===== src/hw/trapPkg.sv =====
package trapPkg;

    localparam int FETCH_ID_W = 4;
    localparam int FETCH_OFF_W = 2;
    localparam int SQN_W = 6;
    localparam int PC_FILE_DEPTH = 1 << FETCH_ID_W;

    typedef logic [FETCH_ID_W-1:0] FetchID_t;
    typedef logic [FETCH_OFF_W-1:0] FetchOff_t;
    typedef logic [SQN_W-1:0] SqN_t;

    // Exceptions are the contiguous range ILLEGAL_INSTR .. ST_PF
    typedef enum logic [3:0] {
        FLAGS_NONE,
        FLAGS_NX,
        FLAGS_FENCE,
        FLAGS_ORDERING,
        FLAGS_XRET,
        FLAGS_ILLEGAL_INSTR,
        FLAGS_TRAP,
        FLAGS_LD_MA,
        FLAGS_LD_AF,
        FLAGS_LD_PF,
        FLAGS_ST_MA,
        FLAGS_ST_AF,
        FLAGS_ST_PF,
        FLAGS_PRED_TAKEN,
        FLAGS_PRED_NTAKEN
    } UopFlags_t;

    // Trap codes carried in rd for FLAGS_TRAP
    typedef enum logic [4:0] {
        TRAP_V_INSTR_MA = 5'd0,
        TRAP_V_INSTR_AF = 5'd1,
        TRAP_V_ILLEGAL = 5'd2,
        TRAP_V_BREAKPOINT = 5'd3,
        TRAP_V_LD_MA = 5'd4,
        TRAP_V_LD_AF = 5'd5,
        TRAP_V_ST_MA = 5'd6,
        TRAP_V_ST_AF = 5'd7,
        TRAP_V_ECALL_U = 5'd8,
        TRAP_V_ECALL_S = 5'd9,
        TRAP_V_ECALL_M = 5'd11,
        TRAP_V_INSTR_PF = 5'd12,
        TRAP_V_LD_PF = 5'd13,
        TRAP_V_ST_PF = 5'd15,
        TRAP_V_SFENCE_VMA = 5'd16,
        TRAP_V_INTERRUPT = 5'd17
    } TrapVec_t;

    typedef enum logic [3:0] {
        CAUSE_ILLEGAL = 4'd2,
        CAUSE_LD_MA = 4'd4,
        CAUSE_LD_AF = 4'd5,
        CAUSE_ST_MA = 4'd6,
        CAUSE_ST_AF = 4'd7,
        CAUSE_ECALL_U = 4'd8,
        CAUSE_ECALL_S = 4'd9,
        CAUSE_ECALL_M = 4'd11,
        CAUSE_LD_PF = 4'd13,
        CAUSE_ST_PF = 4'd15
    } TrapCause_t;

    typedef enum logic [1:0] {
        PRIV_USER = 2'd0,
        PRIV_SUPERVISOR = 2'd1,
        PRIV_MACHINE = 2'd3
    } Priv_t;

    // Destination register index, or trap code on FLAGS_TRAP
    typedef union packed {
        logic [4:0] idx;
        TrapVec_t vec;
    } RdField_u;

    typedef struct packed {
        logic valid;
        UopFlags_t flags;
        RdField_u rd;
        FetchID_t fetchID;
        FetchOff_t fetchOffs;
        logic compressed;
        SqN_t sqN;
        SqN_t storeSqN;
        SqN_t loadSqN;
    } Trap_UOp;

    typedef struct packed {
        logic [31:0] pc;
        logic [1:0] bpi;
    } PCFileEntry;

    typedef struct packed {
        logic valid;
        FetchID_t fetchID;
        PCFileEntry entry;
    } PCFileWrite;

    typedef struct packed {
        Priv_t priv;
        logic [29:0] mtvec;
        logic [29:0] stvec;
        logic [30:0] retvec;
        logic [15:0] medeleg;
        logic [15:0] mideleg;
        logic interruptPending;
        TrapCause_t interruptCause;
        logic interruptDelegate;
    } TrapControlState;

    typedef struct packed {
        logic valid;
        Priv_t priv;
        logic [29:0] mtvec;
        logic [29:0] stvec;
        logic [15:0] medeleg;
        logic [15:0] mideleg;
    } TrapConfig;

    typedef struct packed {
        logic valid;
        logic [31:0] trapPC;
        TrapCause_t cause;
        logic delegate;
        logic isInterrupt;
    } TrapInfoUpdate;

    typedef struct packed {
        logic taken;
        logic [31:0] dstPC;
        SqN_t sqN;
        SqN_t storeSqN;
        SqN_t loadSqN;
        FetchID_t fetchID;
        logic flush;
    } BranchProv;

    typedef struct packed {
        logic valid;
        logic [31:0] pc;
        logic [1:0] bpi;
    } BPUpdate1;

endpackage


===== src/hw/pcFile.sv =====
`timescale 1ns/10ps

module pcFile (
    input  logic                clk,
    input  logic                rst,
    input  trapPkg::PCFileWrite wr,
    input  trapPkg::FetchID_t   rdAddr,
    output trapPkg::PCFileEntry rdData
);
    import trapPkg::*;

    // One entry per in-flight fetch bundle
    PCFileEntry entries [PC_FILE_DEPTH];

    always_ff @(posedge clk) begin
        if (wr.valid) begin
            entries[wr.fetchID] <= wr.entry;
        end
    end

    // Same-cycle read for the trap stage
    assign rdData = entries[rdAddr];

    // A write with an unknown index would corrupt an arbitrary bundle
    wrIdKnown: assert property (
        @(posedge clk) disable iff (rst)
        wr.valid |-> !$isunknown(wr.fetchID)
    );

endmodule


===== src/hw/trapHandler.sv =====
`timescale 1ns/10ps

module trapHandler (
    input  logic                     clk,
    input  logic                     rst,
    input  trapPkg::Trap_UOp         trapInstr,
    output trapPkg::FetchID_t        pcReadAddr,
    input  trapPkg::PCFileEntry      pcReadData,
    input  trapPkg::TrapControlState trapControl,
    input  logic                     memBusy,
    output trapPkg::TrapInfoUpdate   trapInfo,
    output trapPkg::BranchProv       branch,
    output trapPkg::BPUpdate1        bpUpdate,
    output logic                     flushTLB,
    output logic                     fence,
    output logic                     clearICache,
    output logic                     fetchDisable,
    output logic [31:0]              dbgStallPC
);
    import trapPkg::*;

    logic [30:0] instrHw;
    logic [31:0] instrPC;
    logic [31:0] nextPC;
    logic [31:0] retPC;
    logic isSfence, isTrapIrq, isStoreFault, irqOnFlush;
    logic isFlush, isExc, isPred, isDbg;
    TrapCause_t excCause;
    TrapCause_t trapCause;
    logic trapDelegate;
    TrapInfoUpdate trapInfoC;
    BPUpdate1 bpUpdateC;
    logic fenceC, clearICacheC, flushTLBC, setMemWait, memWait;

    assign pcReadAddr = trapInstr.fetchID;

    // Offset points at the last halfword of the instruction
    assign instrHw = {pcReadData.pc[31:FETCH_OFF_W+1], trapInstr.fetchOffs}
        - 31'(!trapInstr.compressed);
    assign instrPC = {instrHw, 1'b0};
    assign nextPC = {instrHw + (trapInstr.compressed ? 31'd1 : 31'd2), 1'b0};
    assign retPC = {trapControl.retvec, 1'b0};

    assign isSfence = trapInstr.flags == FLAGS_TRAP && trapInstr.rd.vec == TRAP_V_SFENCE_VMA;
    assign isTrapIrq = trapInstr.flags == FLAGS_TRAP && trapInstr.rd.vec == TRAP_V_INTERRUPT;
    assign isStoreFault = trapInstr.flags inside {FLAGS_ST_MA, FLAGS_ST_AF, FLAGS_ST_PF};

    assign isFlush = trapInstr.valid && (isSfence
        || trapInstr.flags inside {FLAGS_FENCE, FLAGS_ORDERING, FLAGS_XRET});
    assign isExc = trapInstr.valid && !isFlush
        && trapInstr.flags inside {[FLAGS_ILLEGAL_INSTR:FLAGS_ST_PF]};
    assign isPred = trapInstr.valid
        && trapInstr.flags inside {FLAGS_PRED_TAKEN, FLAGS_PRED_NTAKEN};
    assign isDbg = trapInstr.valid && trapInstr.flags == FLAGS_NX;

    // Pending interrupts are taken at the next serializing point
    assign irqOnFlush = isFlush && trapControl.interruptPending
        && trapInstr.flags inside {FLAGS_ORDERING, FLAGS_XRET};

    always_comb begin
        case (trapInstr.flags)
            FLAGS_TRAP: excCause = TrapCause_t'(trapInstr.rd.idx[3:0]);
            FLAGS_LD_MA: excCause = CAUSE_LD_MA;
            FLAGS_LD_AF: excCause = CAUSE_LD_AF;
            FLAGS_LD_PF: excCause = CAUSE_LD_PF;
            FLAGS_ST_MA: excCause = CAUSE_ST_MA;
            FLAGS_ST_AF: excCause = CAUSE_ST_AF;
            FLAGS_ST_PF: excCause = CAUSE_ST_PF;
            default: excCause = CAUSE_ILLEGAL;
        endcase
        // ecall is encoded as M-mode, the real cause depends on priv
        if (excCause == CAUSE_ECALL_M) begin
            case (trapControl.priv)
                PRIV_SUPERVISOR: excCause = CAUSE_ECALL_S;
                PRIV_USER: excCause = CAUSE_ECALL_U;
                default: excCause = CAUSE_ECALL_M;
            endcase
        end
    end

    assign trapCause = isTrapIrq ? trapControl.interruptCause : excCause;
    assign trapDelegate = isTrapIrq ? trapControl.interruptDelegate
        : (trapControl.priv != PRIV_MACHINE) && trapControl.medeleg[excCause];

    always_comb begin
        branch = '0;
        trapInfoC = '0;
        bpUpdateC = '0;
        fenceC = 1'b0;
        clearICacheC = 1'b0;
        flushTLBC = 1'b0;
        setMemWait = 1'b0;

        if (isFlush || isExc) begin
            branch.taken = 1'b1;
            branch.flush = 1'b1;
            branch.sqN = trapInstr.sqN;
            branch.storeSqN = trapInstr.storeSqN - SqN_t'(isStoreFault);
            branch.loadSqN = trapInstr.loadSqN;
            branch.fetchID = trapInstr.fetchID;
        end

        if (isFlush) begin
            branch.dstPC = (trapInstr.flags == FLAGS_XRET) ? retPC : nextPC;
            case (trapInstr.flags)
                FLAGS_FENCE: begin
                    fenceC = 1'b1;
                    clearICacheC = 1'b1;
                    setMemWait = 1'b1;
                end
                FLAGS_ORDERING: setMemWait = 1'b1;
                FLAGS_TRAP: flushTLBC = 1'b1;
                default: ;
            endcase
            if (irqOnFlush) begin
                trapInfoC.valid = 1'b1;
                trapInfoC.trapPC = branch.dstPC;
                trapInfoC.cause = trapControl.interruptCause;
                trapInfoC.delegate = trapControl.interruptDelegate;
                trapInfoC.isInterrupt = 1'b1;
                branch.dstPC = {trapControl.interruptDelegate ? trapControl.stvec
                    : trapControl.mtvec, 2'b00};
            end
        end else if (isExc) begin
            trapInfoC.valid = 1'b1;
            trapInfoC.trapPC = instrPC;
            trapInfoC.cause = trapCause;
            trapInfoC.delegate = trapDelegate;
            trapInfoC.isInterrupt = isTrapIrq;
            branch.dstPC = {trapDelegate ? trapControl.stvec : trapControl.mtvec, 2'b00};
        end else if (isPred) begin
            bpUpdateC.valid = 1'b1;
            bpUpdateC.pc = pcReadData.pc;
            bpUpdateC.bpi = pcReadData.bpi;
        end
    end

    always_ff @(posedge clk) begin
        if (rst) begin
            trapInfo.valid <= 1'b0;
            bpUpdate.valid <= 1'b0;
            fence <= 1'b0;
            clearICache <= 1'b0;
            flushTLB <= 1'b0;
            dbgStallPC <= '0;
            memWait <= 1'b0;
        end else begin
            trapInfo <= trapInfoC;
            bpUpdate <= bpUpdateC;
            fence <= fenceC;
            clearICache <= clearICacheC;
            flushTLB <= flushTLBC;
            if (isDbg) begin
                dbgStallPC <= instrPC;
            end
            // Hold fetch until the memory side has drained
            if (setMemWait) begin
                memWait <= 1'b1;
            end else if (memWait && !memBusy) begin
                memWait <= 1'b0;
            end
        end
    end

    assign fetchDisable = memWait;

    flagsClassified: assert property (
        @(posedge clk) disable iff (rst)
        trapInstr.valid |-> (isFlush || isExc || isPred || isDbg)
    );

endmodule


===== src/hw/trapState.sv =====
`timescale 1ns/10ps

module trapState (
    input  logic                     clk,
    input  logic                     rst,
    input  trapPkg::TrapConfig       cfg,
    input  logic                     irqReq,
    input  trapPkg::TrapCause_t      irqCause,
    input  trapPkg::TrapInfoUpdate   trapInfo,
    output trapPkg::TrapControlState ctrl
);
    import trapPkg::*;

    Priv_t priv;
    logic [29:0] mtvec;
    logic [29:0] stvec;
    logic [30:0] retvec;
    logic [15:0] medeleg;
    logic [15:0] mideleg;
    logic irqPending;
    TrapCause_t irqCauseQ;

    always_ff @(posedge clk) begin
        if (rst) begin
            priv <= PRIV_MACHINE;
            mtvec <= '0;
            stvec <= '0;
            retvec <= '0;
            medeleg <= '0;
            mideleg <= '0;
            irqPending <= 1'b0;
            irqCauseQ <= CAUSE_ILLEGAL;
        end else begin
            if (cfg.valid) begin
                priv <= cfg.priv;
                mtvec <= cfg.mtvec;
                stvec <= cfg.stvec;
                medeleg <= cfg.medeleg;
                mideleg <= cfg.mideleg;
            end
            // Trap entry overrides a concurrent privilege write
            if (trapInfo.valid) begin
                retvec <= trapInfo.trapPC[31:1];
                priv <= trapInfo.delegate ? PRIV_SUPERVISOR : PRIV_MACHINE;
            end
            irqPending <= irqReq;
            irqCauseQ <= irqCause;
        end
    end

    always_comb begin
        ctrl.priv = priv;
        ctrl.mtvec = mtvec;
        ctrl.stvec = stvec;
        ctrl.retvec = retvec;
        ctrl.medeleg = medeleg;
        ctrl.mideleg = mideleg;
        ctrl.interruptPending = irqPending;
        ctrl.interruptCause = irqCauseQ;
        // Interrupts can only go to S-mode from below M-mode
        ctrl.interruptDelegate = (priv != PRIV_MACHINE) && mideleg[irqCauseQ];
    end

    privLegal: assert property (
        @(posedge clk) disable iff (rst)
        ctrl.priv != Priv_t'(2'b10)
    );

endmodule


===== src/hw/trapUnit.sv =====
`timescale 1ns/10ps

module trapUnit (
    input  logic                   clk,
    input  logic                   rst,
    input  trapPkg::PCFileWrite    pcWrite,
    input  trapPkg::Trap_UOp       trapInstr,
    input  trapPkg::TrapConfig     cfg,
    input  logic                   irqReq,
    input  trapPkg::TrapCause_t    irqCause,
    input  logic                   memBusy,
    output trapPkg::BranchProv     branch,
    output trapPkg::TrapInfoUpdate trapInfo,
    output trapPkg::BPUpdate1      bpUpdate,
    output logic                   flushTLB,
    output logic                   fence,
    output logic                   clearICache,
    output logic                   fetchDisable,
    output logic [31:0]            dbgStallPC
);
    import trapPkg::*;

    FetchID_t pcReadAddr;
    PCFileEntry pcReadData;
    TrapControlState trapControl;

    pcFile i_pcFile (
        .clk(clk),
        .rst(rst),
        .wr(pcWrite),
        .rdAddr(pcReadAddr),
        .rdData(pcReadData)
    );

    trapState i_trapState (
        .clk(clk),
        .rst(rst),
        .cfg(cfg),
        .irqReq(irqReq),
        .irqCause(irqCause),
        .trapInfo(trapInfo),
        .ctrl(trapControl)
    );

    trapHandler i_trapHandler (
        .clk(clk),
        .rst(rst),
        .trapInstr(trapInstr),
        .pcReadAddr(pcReadAddr),
        .pcReadData(pcReadData),
        .trapControl(trapControl),
        .memBusy(memBusy),
        .trapInfo(trapInfo),
        .branch(branch),
        .bpUpdate(bpUpdate),
        .flushTLB(flushTLB),
        .fence(fence),
        .clearICache(clearICache),
        .fetchDisable(fetchDisable),
        .dbgStallPC(dbgStallPC)
    );

endmodule


===== config.mk =====
export PLATFORM = sky130hd
export DESIGN_NAME = trapUnit
export DESIGN_NICKNAME = d
export VERILOG_FILES = /design/src/hw/trapPkg.sv /design/src/hw/pcFile.sv /design/src/hw/trapHandler.sv /design/src/hw/trapState.sv /design/src/hw/trapUnit.sv
export SDC_FILE = /design/constraint.sdc
export NUM_CORES = 1
export LEC_CHECK = 0
export BUFFER_PORTS_ARGS = -buffer_cell sky130_fd_sc_hd__buf_2
export CAP_MARGIN = 20
export CORE_ASPECT_RATIO = 1.2
export CORE_UTILIZATION = 50
export DETAILED_ROUTE_END_ITERATION = 10
export PLACE_DENSITY = 0.75
export SYNTH_ARGS = -nofsm -noshare
export SYNTH_HDL_FRONTEND = slang
export SYNTH_HIERARCHICAL = 1
export SYNTH_SLANG_ARGS = --single-unit

===== constraint.sdc =====
create_clock -name clk -period 5.6 [get_ports clk]
set_input_delay 0.28 -clock clk [delete_from_list [all_inputs] [get_ports clk]]
set_output_delay 0.28 -clock clk [all_outputs]
set_load 0.005 [all_outputs]

==> results of run 1 <==
[final cells by class]
cell class	count	share of cell area
multi-input combinational	1220	0.2677
timing repair buffer	522	0.08643
clock buffer	98	0.05142
sequential	781	0.5563
tap	832	0.02657
clock inverter	39	0.009391
antenna	8	0.0005111
inverter	17	0.001661
[logic make-up (layout without fill, tap and decap cells)]
kind of cell / count (synthesis) / after routing / share of synthesized area
flip-flops: 781 / 781 / 0.6630
AND/OR/NAND/NOR: 529 / 529 / 0.07937
multiplexers: 323 / 323 / 0.1517
AO/OA/AOI/OAI: 307 / 307 / 0.06464
buffers and inverters: 167 / 676 / 0.02509
XOR/XNOR: 52 / 52 / 0.01386
adder cells (fa/ha/maj): 6 / 6 / 0.002284
other: 1 / 11 / 0.0001141
[registers in the layout, summed over array words and instances, names as in the netlist]
signal,cells
i_trapState/mtvec,30
i_pcFile/entries,544
i_trapState/medeleg,16
i_trapHandler/fetchDisable,1
i_trapState/irqCauseQ,4
i_trapHandler/trapInfo,38
i_trapHandler/dbgStallPC,31
i_trapState/priv,2
i_trapHandler/bpUpdate,35
i_trapState/retvec,31
i_trapState/stvec,30
i_trapState/irqPending,1
i_trapHandler/flushTLB,1
i_trapState/mideleg,16
i_trapHandler/clearICache,1
[metal layers]
layer | vias up | global-route usage | share of wire
met1 | 10620 | 0.3453 | 0.38
met5 | - | 0 | 0.00042
met3 | 174 | 0.04455 | 0.088
li1 | 9311 | - | -
met4 | 6 | 0.1148 | 0.038
met2 | 1153 | 0.4491 | 0.49
[layout by cell type, fill, tap and decap left out, types with 11 or more instances in the layout]
master and instances:
sky130_fd_sc_hd__nand3_1 17, sky130_fd_sc_hd__dlygate4sd3_1 100, sky130_fd_sc_hd__and2_1 53, sky130_fd_sc_hd__clkbuf_1 19, sky130_fd_sc_hd__xor2_1 12, sky130_fd_sc_hd__clkbuf_16 76, sky130_fd_sc_hd__nor3_1 21, sky130_fd_sc_hd__buf_2 335
sky130_fd_sc_hd__a22oi_1 70, sky130_fd_sc_hd__a211oi_1 39, sky130_fd_sc_hd__a31oi_1 16, sky130_fd_sc_hd__mux4_2 138, sky130_fd_sc_hd__nor2b_1 15, sky130_fd_sc_hd__o22ai_1 31, sky130_fd_sc_hd__clkinv_1 16, sky130_fd_sc_hd__clkinv_2 11
sky130_fd_sc_hd__nor2_4 12, sky130_fd_sc_hd__xnor2_1 39, sky130_fd_sc_hd__inv_1 16, sky130_fd_sc_hd__nor2_1 219, sky130_fd_sc_hd__mux2i_1 175, sky130_fd_sc_hd__edfxtp_1 615, sky130_fd_sc_hd__nor4_1 16, sky130_fd_sc_hd__nand2_1 77
sky130_fd_sc_hd__a21oi_1 47, sky130_fd_sc_hd__buf_4 82, sky130_fd_sc_hd__o21ai_0 37, sky130_fd_sc_hd__dfxtp_1 165
[Yosys cell counts, drive strengths merged, types with 21 or more instances]
cell type / n
a211oi: 39
clkbuf: 89
a22oi: 72
o21ai: 40
nand2: 79
nor3: 30
buf: 60
mux2i: 176
dfxtp: 166
xnor2: 40
edfxtp: 615
nor4: 21
mux4: 139
nor2: 235
o22ai: 31
and2: 57
a21oi: 47
[worst paths after layout]
kind | cells after the start | from | endpoint | slack (ns)
worst min register to register | 2 | i_trapHandler/fetchDisable$_SDFFE_PP0P_ | i_trapHandler/fetchDisable$_SDFFE_PP0P_ | 0.46
worst max register to register | 12 | i_pcFile/entries[11][6]$_DFFE_PP_ | i_trapHandler/trapInfo[29]$_DFFE_PN_ | 1.10
worst min-delay path | 1 | pcWrite[9] | i_pcFile/entries[3][9]$_DFFE_PP_ | 0.03
worst max-delay path | 13 | i_pcFile/entries[11][6]$_DFFE_PP_ | branch[47] | 0.11
[worst register-to-register path, delay by kind of cell, from the launching register on]
kind            cells  cell delay, ns
mux                 1            0.47
simple gates        5            2.10
compound gates      5            1.12
flops               1            0.37
xor+xnor            1            0.18
[repair_timing]
| action | 4_1_cts | 5_1_grt |
|---|---|---|
| hold buffers | 100 | 0 |
| pin swaps | 0 | 1 |
| buffers inserted | 0 | 2 |
| setup endpoints to repair | 2 | 9 |
| resized for setup | 3 | 13 |
| endpoints found under the hold margin | 100 | 0 |
[per-stage QoR]
stage	instances	area [µm²]	hold WS (ns)	setup WS, ns	util
final	3517	39170	0.03327	0.1100	0.6054
after global routing	3514	39170	0.02223	-0.008543	0.6053
after CTS	3507	39070	0.001839	0.02134	0.6038
after detailed placement	3270	35670	0.4517	0.1934	0.5512
after global placement	3270	35670	0.4458	0.05979	0.5512
after floorplan	2168	32880	0.3789	0.6790	-
[power by group through the flow]
stage	sequential, µW	clock [µW]	combinational (µW)
after floorplan	6590	0	686
after global placement	6590	0	1090
after detailed placement	6600	0	1120
after CTS	6480	5020	1180
after global routing	6490	5240	1290
final	6490	4960	1210
==> metrics.md, run 1 <==
| Metric | Value |
|---|---|
| Detailed router's first-iteration violation count | `2,164` |
| Switching power as a share of total power | `0.2305` |
| Class of the most critical setup path | `flop to primary output` |
| Combinational fraction of design power | `0.095` |
| Number of unique standard cell types used by synthesis | `89` |
| Fillcell total | `4,669` |
| Leakage component of the power | `0.01408 µW` |
| Power density over the cells | `323.1 nW/µm²` |
| Net load switching power | `2917 µW` |
| Relative contribution of the clock network to total power | `0.392` |
| Result of the run | `finished, final reports clean` |
| # Max-Cap Violations | `0` |
| Total I/O pin count | `343` |
| Overall die area | `66,770 µm²` |
| Final hold violation count | `0` |
| Synth top area share | `0.5619` |
| Critical path peak fanout | `3` |
| Setup Skew | `0.01477 ns` |
| Count of flip-flops with a built-in enable after synthesis | `615` |
| Power Internal | `9740 µW` |
| Post-detailed-route via-to-cell ratio | `6.045` |
| Detailed placement HPWL | `56.26 mm` |
| Worst path slowest cell | `sky130_fd_sc_hd__or4_1` |
| Count of mapped cells out of synthesis | `2,166` |
| Prevailing post-synth register cell | `sky130_fd_sc_hd__edfxtp_1` |
| Flops & latches, synth | `781` |
| NumNets Final | `2,800` |
| Clk_lat worst skew | `0.62 ns` |
| Sequential-to-total area share from yosys stat | `0.6630` |
| Period minus WS final | `5.490 ns` |
| Post-synthesis async set-or-reset flop share | `0` |
| Critical path's largest stage delay | `0.56 ns` |
| Core region area | `64,700 µm²` |
| Detail-routed net length per standard cell | `25.66 µm` |
| Peak clock frequency supported by timing | `0.1821 GHz` |
| Total CTS buffers | `75` |
| X dimension of the die | `236.1 µm` |
| Cell type with the largest total area after synthesis | `sky130_fd_sc_hd__edfxtp_1` |
| Slew Viols, Final | `0` |
| Detailed-route via count | `21.26k` |
| Critical path launch point type | `flop` |
| Critical Path RT | `5.32 ns` |
| GRT Residual Overflow | `0` |
| Worst Tran Pin Value | `0.9461 ns` |
| CTS max path bufs | `3` |
| Length of the first detailed-routing pass in iterations | `7` |
| Die height | `282.9 µm` |
| Number of global-route vias before repair | `21.51k` |
| Final setup vio count | `0` |
| Worst IR Drop VDD | `0.2290 mV` |
| Wire length of the first global-routing pass | `133.0 mm` |
| Buffers on Ports | `339` |
| Largest delay contributor family on the critical path | `simple AND/OR/NAND/NOR gates` |
| Initial core utilization | `0.5080` |
| Most area-consuming cells after synthesis | `sky130_fd_sc_hd__edfxtp_1 56%, sky130_fd_sc_hd__dfxtp_1 10%, sky130_fd_sc_hd__mux4_2 9.5%` |
| Maximum number of pins on one net before global-route repair | `70` |
| Accumulated negative setup slack | `0 ns` |
| Register area | `21,790 µm²` |
| Count of nets left with antenna violations after detail routing | `0` |
| Share of post-route cells with drive strength above 1 | `0.2794` |
| Count of standard-cell rows | `102` |
| Synth Cell Area | `32,870 µm²` |
| Initial antenna violation count | `9` |
| GPL Wtd Cong | `0.9304` |
| Sink Count | `781` |
| Area used by multi-input combinational logic | `10,490 µm²` |
| Critical path's most frequent cell | `sky130_fd_sc_hd__or3_4` |
| Crit path buffers/inverters | `1` |
| Clock transition time at the flip-flop clock pins of the worst setup and hold paths | `0.06 ns` |
| DRC Markers | `0` |
| Share of the cycle needed by the critical path after routing | `0.9804` |
| Critical Path Sink Type | `primary output` |
| Synth Area per Inst | `15.17 µm²` |
| Reg power frac | `0.512` |
| Number of H-tree branching levels | `3` |
| Total power | `12,660 µW` |
| Class of the tightest hold or removal check | `primary input to flop` |
| Arrival time of the worst setup path | `5.21 ns` |
| Ys Warns | `6` |
| Cell-by-cell listing of the critical path | `mux4_2 -> a22oi_1 -> nand2_1 -> or3_4 -> or3_4 -> a2111oi_4 -> o211ai_2 -> or4_1 -> or4b_4 -> o21ai_1 -> a31oi_1 -> o221ai_1 -> buf_2` |
| Area growth from synthesis to layout | `19.18%` |
| Clock tree from TritonCTS | `yes` |
| Overall Global Routing Usage | `0.2673` |
| Worst slew slack as a fraction of its limit | `0.3693` |
| Root buffer cell | `sky130_fd_sc_hd__clkbuf_16` |
| Wire length reported by the detailed router | `90.26 mm` |
Power figures use the tool's default switching activity.
==> run 2: changes to the inputs <==
--- a/config.mk
+++ b/config.mk
@@ -13,5 +13,4 @@
 export PLACE_DENSITY = 0.75
 export SYNTH_ARGS = -nofsm -noshare
 export SYNTH_HDL_FRONTEND = slang
-export SYNTH_HIERARCHICAL = 1
 export SYNTH_SLANG_ARGS = --single-unit
==> metrics.md, run 2 <==
| Metric | Value |
|---|---|
| Result of the run | `finished, final reports clean (unchanged)` |
| Crit Reg-Reg Startpoint | `i_pcFile.entries[5][9]$_DFFE_PP_ (was i_pcFile/entries[11][6]$_DFFE_PP_)` |
| Wire length reported by the detailed router | `89.76 mm (was 90.26 mm)` |
| GRT Residual Overflow | `0 (unchanged)` |
| Final worst slack | `0.3218 ns (was 0.1100 ns)` |
| Worst slew slack as a fraction of its limit | `0.3089 (was 0.3693)` |
| Leakage component of the power | `0.01460 µW (was 0.01408 µW)` |
| Detail-routed net length per standard cell | `25.26 µm (was 25.66 µm)` |
| Largest regs | `i_pcFile.entries (544), i_trapHandler.trapInfo (38), i_trapHandler.bpUpdate (35) (was i_pcFile/entries (544), i_trapHandler/trapInfo (38), i_trapHandler/bpUpdate (35))` |
| Flip-flop count of the largest register, all copies and words added | `544 (unchanged)` |
| Share of the cycle needed by the critical path after routing | `0.9425 (was 0.9804)` |
| Clock transition time at the flip-flop clock pins of the worst setup and hold paths | `0.06 ns (about the same)` |
| Initial antenna violation count | `7 (was 9)` |
| Post-Place Worst Slack | `0.3517 ns (was 0.1934 ns)` |
| Cell type with the largest total area after synthesis | `sky130_fd_sc_hd__edfxtp_1 (unchanged)` |
| Detailed-route via count | `21.24k (was 21.26k)` |
| Die height | `284.5 µm (was 282.9 µm)` |
| X dimension of the die | `237.4 µm (was 236.1 µm)` |
| Net load switching power | `3032 µW (was 2917 µW)` |
| Accumulated negative setup slack | `0 ns (unchanged)` |
| Flops & latches, synth | `781 (unchanged)` |
| Buffers on Ports | `339 (unchanged)` |
| DRC Markers | `0 (unchanged)` |
| Synth top area share | `0.5555 (was 0.5619)` |
| Power density over the cells | `324.7 nW/µm² (was 323.1 nW/µm²)` |
| Worst Tran Pin Value | `1.037 ns (was 0.9461 ns)` |
| Prevailing post-synth register cell | `sky130_fd_sc_hd__edfxtp_1 (unchanged)` |
| Most frequent cell after synthesis | `sky130_fd_sc_hd__edfxtp_1 (unchanged)` |
| GPL Wtd Cong | `0.8832 (was 0.9304)` |
| Most common cell after layout, fill and taps aside | `sky130_fd_sc_hd__edfxtp_1 (unchanged)` |
| Leading cell types by count after synthesis | `615 x sky130_fd_sc_hd__edfxtp_1, 252 x sky130_fd_sc_hd__nor2_1, 191 x sky130_fd_sc_hd__mux2i_1 (was 615 x sky130_fd_sc_hd__edfxtp_1, 234 x sky130_fd_sc_hd__nor2_1, 176 x sky130_fd_sc_hd__mux2i_1)` |
| Switching power as a share of total power | `0.2350 (was 0.2305)` |
| Peak clock frequency supported by timing | `0.1895 GHz (was 0.1821 GHz)` |
| Combinational fraction of design power | `0.095 (about the same)` |
| Sequential-to-total area share from yosys stat | `0.6554 (was 0.6630)` |
| Length of the first detailed-routing pass in iterations | `6 (was 7)` |
| Startpoint of the most critical hold path | `pcWrite[33] (was pcWrite[9])` |
| Number of global-route vias before repair | `21.71k (was 21.51k)` |
| Count of instances resized after the clock tree is built | `0 (was 3)` |
| Setup Skew | `0.03211 ns (was 0.01477 ns)` |
| Detailed router's first-iteration violation count | `1,905 (was 2,164)` |
| Sink Count | `781 (unchanged)` |
| Relative contribution of the clock network to total power | `0.402 (was 0.392)` |
| # Max-Cap Violations | `0 (unchanged)` |
| Most area-consuming cells after synthesis | `sky130_fd_sc_hd__edfxtp_1 56%, sky130_fd_sc_hd__dfxtp_1 10%, sky130_fd_sc_hd__mux4_2 9.6% (was sky130_fd_sc_hd__edfxtp_1 56%, sky130_fd_sc_hd__dfxtp_1 10%, sky130_fd_sc_hd__mux4_2 9.5%)` |
| Fillcell total | `4,794 (was 4,669)` |
| Post-synthesis async set-or-reset flop share | `0 (unchanged)` |
| Number of setup buffers added after CTS | `0 (unchanged)` |
| Commonest cells after routing, fill and taps aside | `615 x sky130_fd_sc_hd__edfxtp_1, 334 x sky130_fd_sc_hd__buf_2, 240 x sky130_fd_sc_hd__nor2_1, 191 x sky130_fd_sc_hd__mux2i_1, 165 x sky130_fd_sc_hd__dfxtp_1 (was 615 x sky130_fd_sc_hd__edfxtp_1, 335 x sky130_fd_sc_hd__buf_2, 219 x sky130_fd_sc_hd__nor2_1, 175 x sky130_fd_sc_hd__mux2i_1, 165 x sky130_fd_sc_hd__dfxtp_1)` |
| Period minus WS final | `5.278 ns (was 5.490 ns)` |
| Final hold violation count | `0 (unchanged)` |
| Synth Area per Inst | `15.24 µm² (was 15.17 µm²)` |
| Area growth from synthesis to layout | `19.52% (was 19.18%)` |
| Clock tree from TritonCTS | `yes (unchanged)` |
| Post-detailed-route via-to-cell ratio | `5.976 (was 6.045)` |
| Overall die area | `67,540 µm² (was 66,770 µm²)` |
| Initial core utilization | `0.5059 (was 0.5080)` |
| Ys Warns | `0 (was 6)` |
| Share of post-route cells with drive strength above 1 | `0.2679 (was 0.2794)` |
| Total cell area at the placement stage | `35,990 µm² (was 35,670 µm²)` |
| Overall Global Routing Usage | `0.2651 (was 0.2673)` |
| Count of standard-cell rows | `103 (was 102)` |
| Critical path launch point type | `flop (unchanged)` |
| Wire length of the first global-routing pass | `134.4 mm (was 133.0 mm)` |
| Class of the tightest hold or removal check | `primary input to flop (unchanged)` |
| Final setup vio count | `0 (unchanged)` |
| Number of H-tree branching levels | `3 (unchanged)` |
| Root buffer cell | `sky130_fd_sc_hd__clkbuf_16 (unchanged)` |
| Count of flip-flops with a built-in enable after synthesis | `615 (unchanged)` |
| Synth Cell Area | `33,250 µm² (was 32,870 µm²)` |
| Summed area of non-filler cells in the final layout | `39,740 µm² (was 39,170 µm²)` |
| CTS max path bufs | `3 (unchanged)` |
| Critical Path RT | `5.32 ns (about the same)` |
| Total CTS buffers | `76 (was 75)` |
| Core region area | `65,730 µm² (was 64,700 µm²)` |
| Reg power frac | `0.503 (was 0.512)` |
| Critical path peak fanout | `12 (was 3)` |
| Total I/O pin count | `343 (unchanged)` |
| RSZ-0062 raised after global routing | `no` |
| Clk_lat worst skew | `0.63 ns (was 0.62 ns)` |
| Class of the most critical setup path | `flop to primary output (unchanged)` |
| Count of mapped cells out of synthesis | `2,181 (was 2,166)` |
| Worst setup startpoint | `i_pcFile.entries[0][12]$_DFFE_PP_ (was i_pcFile/entries[11][6]$_DFFE_PP_)` |
| Hold buffer count at CTS | `121 (was 100)` |
| Power Internal | `9872 µW (was 9740 µW)` |
| Detailed placement HPWL | `55.25 mm (was 56.26 mm)` |
| Most flops, register | `i_pcFile.entries (was i_pcFile/entries)` |
| Arrival time of the worst setup path | `5.00 ns (was 5.21 ns)` |
| Slew Viols, Final | `0 (unchanged)` |
| Critical Path Sink Type | `primary output (unchanged)` |
| Number of unique standard cell types used by synthesis | `93 (was 89)` |
| Worst IR Drop VDD | `0.2689 mV (was 0.2290 mV)` |
| Count of nets left with antenna violations after detail routing | `0 (unchanged)` |
| Maximum number of pins on one net before global-route repair | `90 (was 70)` |
| NumNets Final | `2,835 (was 2,800)` |
## run 2: cell count changes after synthesis, moves of 11 or more
cell	change
sky130_fd_sc_hd__a22oi_1	-57
sky130_fd_sc_hd__and2_1	-26
sky130_fd_sc_hd__buf_2	-11
sky130_fd_sc_hd__mux2i_1	+15
sky130_fd_sc_hd__nand3_1	+31
sky130_fd_sc_hd__nand4_1	+13
sky130_fd_sc_hd__nor2_1	+18
sky130_fd_sc_hd__nor2b_1	+13
sky130_fd_sc_hd__nor4_1	-13
## run 2: routing by layer
metal / vias to the layer above / global-route usage / share of wire
met5: - / 0 / 0.00057
met4: 8 / 0.08565 / 0.028
met3: 165 / 0.03914 / 0.071
met2: 975 / 0.4511 / 0.50
met1: 10700 / 0.3503 / 0.40
li1: 9397 / - / -
## run 2: worst paths after layout
path / slack [ns] / depth (start not counted) / to
worst min register to register: 0.45 / 2 / i_trapHandler.fetchDisable$_SDFFE_PP0P_
worst min-delay path: 0.03 / 1 / i_pcFile.entries[8][33]$_DFFE_PP_
worst max-delay path: 0.32 / 12 / branch[54]
worst max register to register: 1.26 / 11 / i_trapHandler.trapInfo[26]$_DFFE_PN_
## run 2: per-stage QoR
stage                     power (µW)  std cells  hold WS, ns    util
after global routing           13290       3550      0.02517  0.6045
after CTS                      12970       3550    0.0006273  0.6045
after global placement          7717       3291       0.4449  0.5475
final                          12900       3554      0.02984  0.6046
after detailed placement        7754       3292       0.4480  0.5476
after floorplan                 7312       2183       0.3789       -
## run 2: power groups by stage
stage               registers (µW)  clock network, µW  logic [µW]
finish                        6490               5190        1230
global placement              6600                  0        1120
floorplan                     6590                  0         720
global route                  6500               5470        1320
CTS                           6490               5260        1220
detailed placement            6610                  0        1150
## run 2: logic make-up after synthesis
kind of cell | Yosys count | share of synthesized area
fa+ha+maj | 7 | 0.002860
simple gates | 580 | 0.08915
flops | 781 | 0.6554
mux | 352 | 0.1625
xor+xnor | 59 | 0.01678
compound gates | 247 | 0.05137
other cells | 1 | 0.0001128
buf+inv | 154 | 0.02183
## run 2: area by class of cell
class,instances,area [µm²],share of cell area
antenna,4,10.01,0.0002519
clock buffer,95,2024,0.05094
clock inverter,42,498.0,0.01253
inverter,18,68.82,0.001732
multi-input combinational,1248,10870,0.2735
sequential,781,21790,0.5484
tap,840,1051,0.02645
timing repair buffer,526,3426,0.08621
## run 2: critical path: stages, from the launching register on
cell and delay (ns):
sky130_fd_sc_hd__edfxtp_1 0.41, sky130_fd_sc_hd__mux4_1 0.51, sky130_fd_sc_hd__a22oi_1 0.25, sky130_fd_sc_hd__nand2_1 0.24
sky130_fd_sc_hd__or3_4 0.43, sky130_fd_sc_hd__nor4_4 0.33, sky130_fd_sc_hd__mux2_2 0.39, sky130_fd_sc_hd__o32a_1 0.24
sky130_fd_sc_hd__nor3_4 0.50, sky130_fd_sc_hd__and3_1 0.38, sky130_fd_sc_hd__a2111oi_0 0.15, sky130_fd_sc_hd__nor3_1 0.35
sky130_fd_sc_hd__buf_2 0.18
==> run 3: changes to the inputs <==
--- a/config.mk
+++ b/config.mk
@@ -9,6 +9,7 @@
 export CAP_MARGIN = 20
 export CORE_ASPECT_RATIO = 1.2
 export CORE_UTILIZATION = 50
+export CTS_BUF_LIST = sky130_fd_sc_hd__clkbuf_4
 export DETAILED_ROUTE_END_ITERATION = 10
 export PLACE_DENSITY = 0.75
 export SYNTH_ARGS = -nofsm -noshare
==> metrics.md, run 3 (synthesized netlist as in run 2, its figures left out) <==
| Metric | Value |
|---|---|
| Worst IR Drop VDD | `0.2190 mV (was 0.2689 mV)` |
| Wire length of the first global-routing pass | `148.5 mm (was 134.4 mm)` |
| Number of H-tree branching levels | `4 (was 3)` |
| Critical path launch point type | `flop (unchanged)` |
| Count of standard-cell rows | `103 (unchanged)` |
| Non-filler instance count after layout | `3,997 (was 3,554)` |
| Slew Viols, Final | `0 (unchanged)` |
| Overall die area | `67,540 µm² (unchanged)` |
| Largest delay contributor family on the critical path | `simple AND/OR/NAND/NOR gates (unchanged)` |
| Share of post-route cells with drive strength above 1 | `0.2925 (was 0.2679)` |
| GPL Wtd Cong | `0.8832 (unchanged)` |
| # Max-Cap Violations | `0 (unchanged)` |
| Final worst slack | `0.1853 ns (was 0.3218 ns)` |
| Total CTS buffers | `185 (was 76)` |
| Flip-flop count of the largest register, all copies and words added | `544 (unchanged)` |
| Sink Count | `781 (unchanged)` |
| Setup Skew | `0.1020 ns (was 0.03211 ns)` |
| Critical path's largest stage delay | `0.67 ns (was 0.51 ns)` |
| GRT Residual Overflow | `0 (unchanged)` |
| Clock tree from TritonCTS | `yes (unchanged)` |
| DRC Markers | `0 (unchanged)` |
| Arrival time of the worst setup path | `5.13 ns (was 5.00 ns)` |
| Worst Tran Pin Value | `1.037 ns (about the same)` |
| Commonest cells after routing, fill and taps aside | `615 x sky130_fd_sc_hd__edfxtp_1, 361 x sky130_fd_sc_hd__dlygate4sd3_1, 334 x sky130_fd_sc_hd__buf_2, 268 x sky130_fd_sc_hd__clkbuf_4, 240 x sky130_fd_sc_hd__nor2_1 (was 615 x sky130_fd_sc_hd__edfxtp_1, 334 x sky130_fd_sc_hd__buf_2, 240 x sky130_fd_sc_hd__nor2_1, 191 x sky130_fd_sc_hd__mux2i_1, 165 x sky130_fd_sc_hd__dfxtp_1)` |
| Result of the run | `finished, final reports clean (unchanged)` |
| Peak clock frequency supported by timing | `0.1847 GHz (was 0.1895 GHz)` |
| Maximum number of pins on one net before global-route repair | `90 (unchanged)` |
| Detailed router's first-iteration violation count | `2,288 (was 1,905)` |
| Critical Path RT | `5.32 ns (about the same)` |
| Worst Hold Depth | `3 (was 1)` |
| Class of the most critical setup path | `flop to primary output (unchanged)` |
| Count of nets left with antenna violations after detail routing | `0 (unchanged)` |
| Number of global-route vias before repair | `24.57k (was 21.71k)` |
| Detail-routed net length per standard cell | `24.75 µm (was 25.26 µm)` |
| Critical Path Sink Type | `primary output (unchanged)` |
| Wire length reported by the detailed router | `98.92 mm (was 89.76 mm)` |
| Post-placement cell count | `3,292 (unchanged)` |
| Largest regs | `i_pcFile.entries (544), i_trapHandler.trapInfo (38), i_trapHandler.bpUpdate (35) (unchanged)` |
| Post-Place Worst Slack | `0.3517 ns (unchanged)` |
| Cell-by-cell listing of the critical path | `mux4_2 -> a22o_1 -> nor2_8 -> o21ai_0 -> xnor2_1 -> or4b_1 -> nand3b_1 -> nor4_2 -> mux2i_1 -> a31oi_1 -> o22ai_1 -> buf_2 (was mux4_1 -> a22oi_1 -> nand2_1 -> or3_4 -> nor4_4 -> mux2_2 -> o32a_1 -> nor3_4 -> and3_1 -> a2111oi_0 -> nor3_1 -> buf_2)` |
| Overall Global Routing Usage | `0.2952 (was 0.2651)` |
| Critical path peak fanout | `8 (was 12)` |
| CTS max path bufs | `3 (unchanged)` |
| Worst path slowest cell | `sky130_fd_sc_hd__or4b_1 (was sky130_fd_sc_hd__mux4_1)` |
| Crit Reg-Reg Startpoint | `i_pcFile.entries[9][9]$_DFFE_PP_ (was i_pcFile.entries[5][9]$_DFFE_PP_)` |
| Clk_lat worst skew | `1.06 ns (was 0.63 ns)` |
| Most flops, register | `i_pcFile.entries (unchanged)` |
| Share of the cycle needed by the critical path after routing | `0.9669 (was 0.9425)` |
| Post-detailed-route via-to-cell ratio | `5.913 (was 5.976)` |
| Power density over the cells | `299.4 nW/µm² (was 324.7 nW/µm²)` |
| NumNets Final | `3,189 (was 2,835)` |
| Worst slew slack as a fraction of its limit | `0.3089 (about the same)` |
| Most common cell after layout, fill and taps aside | `sky130_fd_sc_hd__edfxtp_1 (unchanged)` |
| Buffers on Ports | `339 (unchanged)` |
| Period minus WS final | `5.415 ns (was 5.278 ns)` |
| X dimension of the die | `237.4 µm (unchanged)` |
| Length of the first detailed-routing pass in iterations | `8 (was 6)` |
| End of the worst register-to-register path | `i_trapHandler.trapInfo[34]$_DFFE_PN_ (was i_trapHandler.trapInfo[26]$_DFFE_PN_)` |
| Root buffer cell | `sky130_fd_sc_hd__clkbuf_4 (was sky130_fd_sc_hd__clkbuf_16)` |
| Final setup vio count | `0 (unchanged)` |
| Core region area | `65,730 µm² (unchanged)` |
| Total I/O pin count | `343 (unchanged)` |
| Die height | `284.5 µm (unchanged)` |
| Initial antenna violation count | `14 (was 7)` |
| Initial core utilization | `0.5059 (unchanged)` |
| Worst Reg-to-Reg Cells | `13 (was 11)` |
| Area growth from synthesis to layout | `26.80% (was 19.52%)` |
| Startpoint of the most critical hold path | `trapInstr[22] (was pcWrite[33])` |
| Detailed-route via count | `23.64k (was 21.24k)` |
| Endpoint of the worst hold path | `i_trapHandler.bpUpdate[5]$_SDFFCE_PP0N_ (was i_pcFile.entries[8][33]$_DFFE_PP_)` |
| Detailed placement HPWL | `55.25 mm (unchanged)` |
| Clock transition time at the flip-flop clock pins of the worst setup and hold paths | `0.07 ns (was 0.06 ns)` |
| RSZ-0062 raised after global routing | `no (unchanged)` |
| Class of the tightest hold or removal check | `primary input to flop (unchanged)` |
| Register-to-register setup slack | `1.42 ns (was 1.26 ns)` |
| Leakage component of the power | `0.01591 µW (was 0.01460 µW)` |
| Crit path buffers/inverters | `1 (unchanged)` |
| Accumulated negative setup slack | `0 ns (unchanged)` |
| Final hold violation count | `0 (unchanged)` |
[run 3: cell types whose count changed in the layout (fill, tap and decap cells not counted), sizes merged]
cell and delta:
bufinv -3, diode +4, dlygate4sd3 +240, clkinv +26
clkinvlp -3, inv +1, buf +5, clkbuf +173
[run 3: final cells by class]
cell class | instances | area [µm²]
Sequential cell | 781 | 21790
Tap cell | 840 | 1051
Multi-Input combinational cell | 1248 | 10940
Inverter | 18 | 68.82
Clock buffer | 268 | 2012
Timing Repair Buffer | 771 | 5866
Fill cell | 4586 | 23570
Clock inverter | 63 | 404.1
Antenna cell | 8 | 20.02
[run 3: metrics by stage]
stage          cell area, µm²  power [µW]  hold slack, ns    util
6_report                42160       12620          0.1342  0.6414
5_1_grt                 42150       13100         0.04012  0.6413
4_1_cts                 42070       12610        0.003126  0.6400
3_5_place_dp            35990        7754          0.4480  0.5476
3_3_place_gp            35990        7717          0.4449  0.5475
2_1_floorplan           33260        7312          0.3789       -
[run 3: where the power goes]
| part | total, µW | internal [µW] | switching [µW] |
|---|---|---|---|
| Combinational | 1420 | 645 | 778 |
| Sequential | 6490 | 6410 | 75.4 |
| Clock | 4710 | 2400 | 2310 |
| Total | 12600 | 9460 | 3160 |
[run 3: repair_timing]
item | 4_1_cts | 5_1_grt
cloned | 0 | 0
gates resized for setup | 1 | 14
endpoints found under the setup margin | 4 | 12
hold endpoints to repair | 739 | 0
pin swaps | 1 | 1
setup buffers | 5 | 0
hold buffers | 361 | 0
[run 3: worst max path at each step]
stage                                       from    endpoint  slack, ns  cells past startpoint
4_1_cts         i_pcFile.entries[5][9]$_DFFE_PP_  branch[53]      0.002                     12
3_5_place_dp                       trapInstr[21]  branch[54]       0.35                     17
5_1_grt         i_pcFile.entries[5][9]$_DFFE_PP_  branch[53]      0.004                     13
3_3_place_gp                       trapInstr[21]  branch[54]       0.38                     17
2_1_floorplan                      trapInstr[21]  branch[54]       1.50                     14
6_report       i_pcFile.entries[13][6]$_DFFE_PP_  branch[38]       0.19                     12
[run 3: tightest hold or removal path, delay by kind of cell]
family,cells,cell delay [ns]
buffers and inverters,1,0.26
AO/OA/AOI/OAI,1,0.13
AND/OR/NAND/NOR,1,0.21
[run 3: layer usage]
| metal | track usage | part of all wire | up-vias |
|---|---|---|---|
| met1 | 0.3605 | 0.37 | 11650 |
| li1 | - | - | 10240 |
| met4 | 0.1350 | 0.042 | 12 |
| met2 | 0.4849 | 0.49 | 1401 |
| met3 | 0.08575 | 0.092 | 335 |
| met5 | 0 | 0.00083 | - |
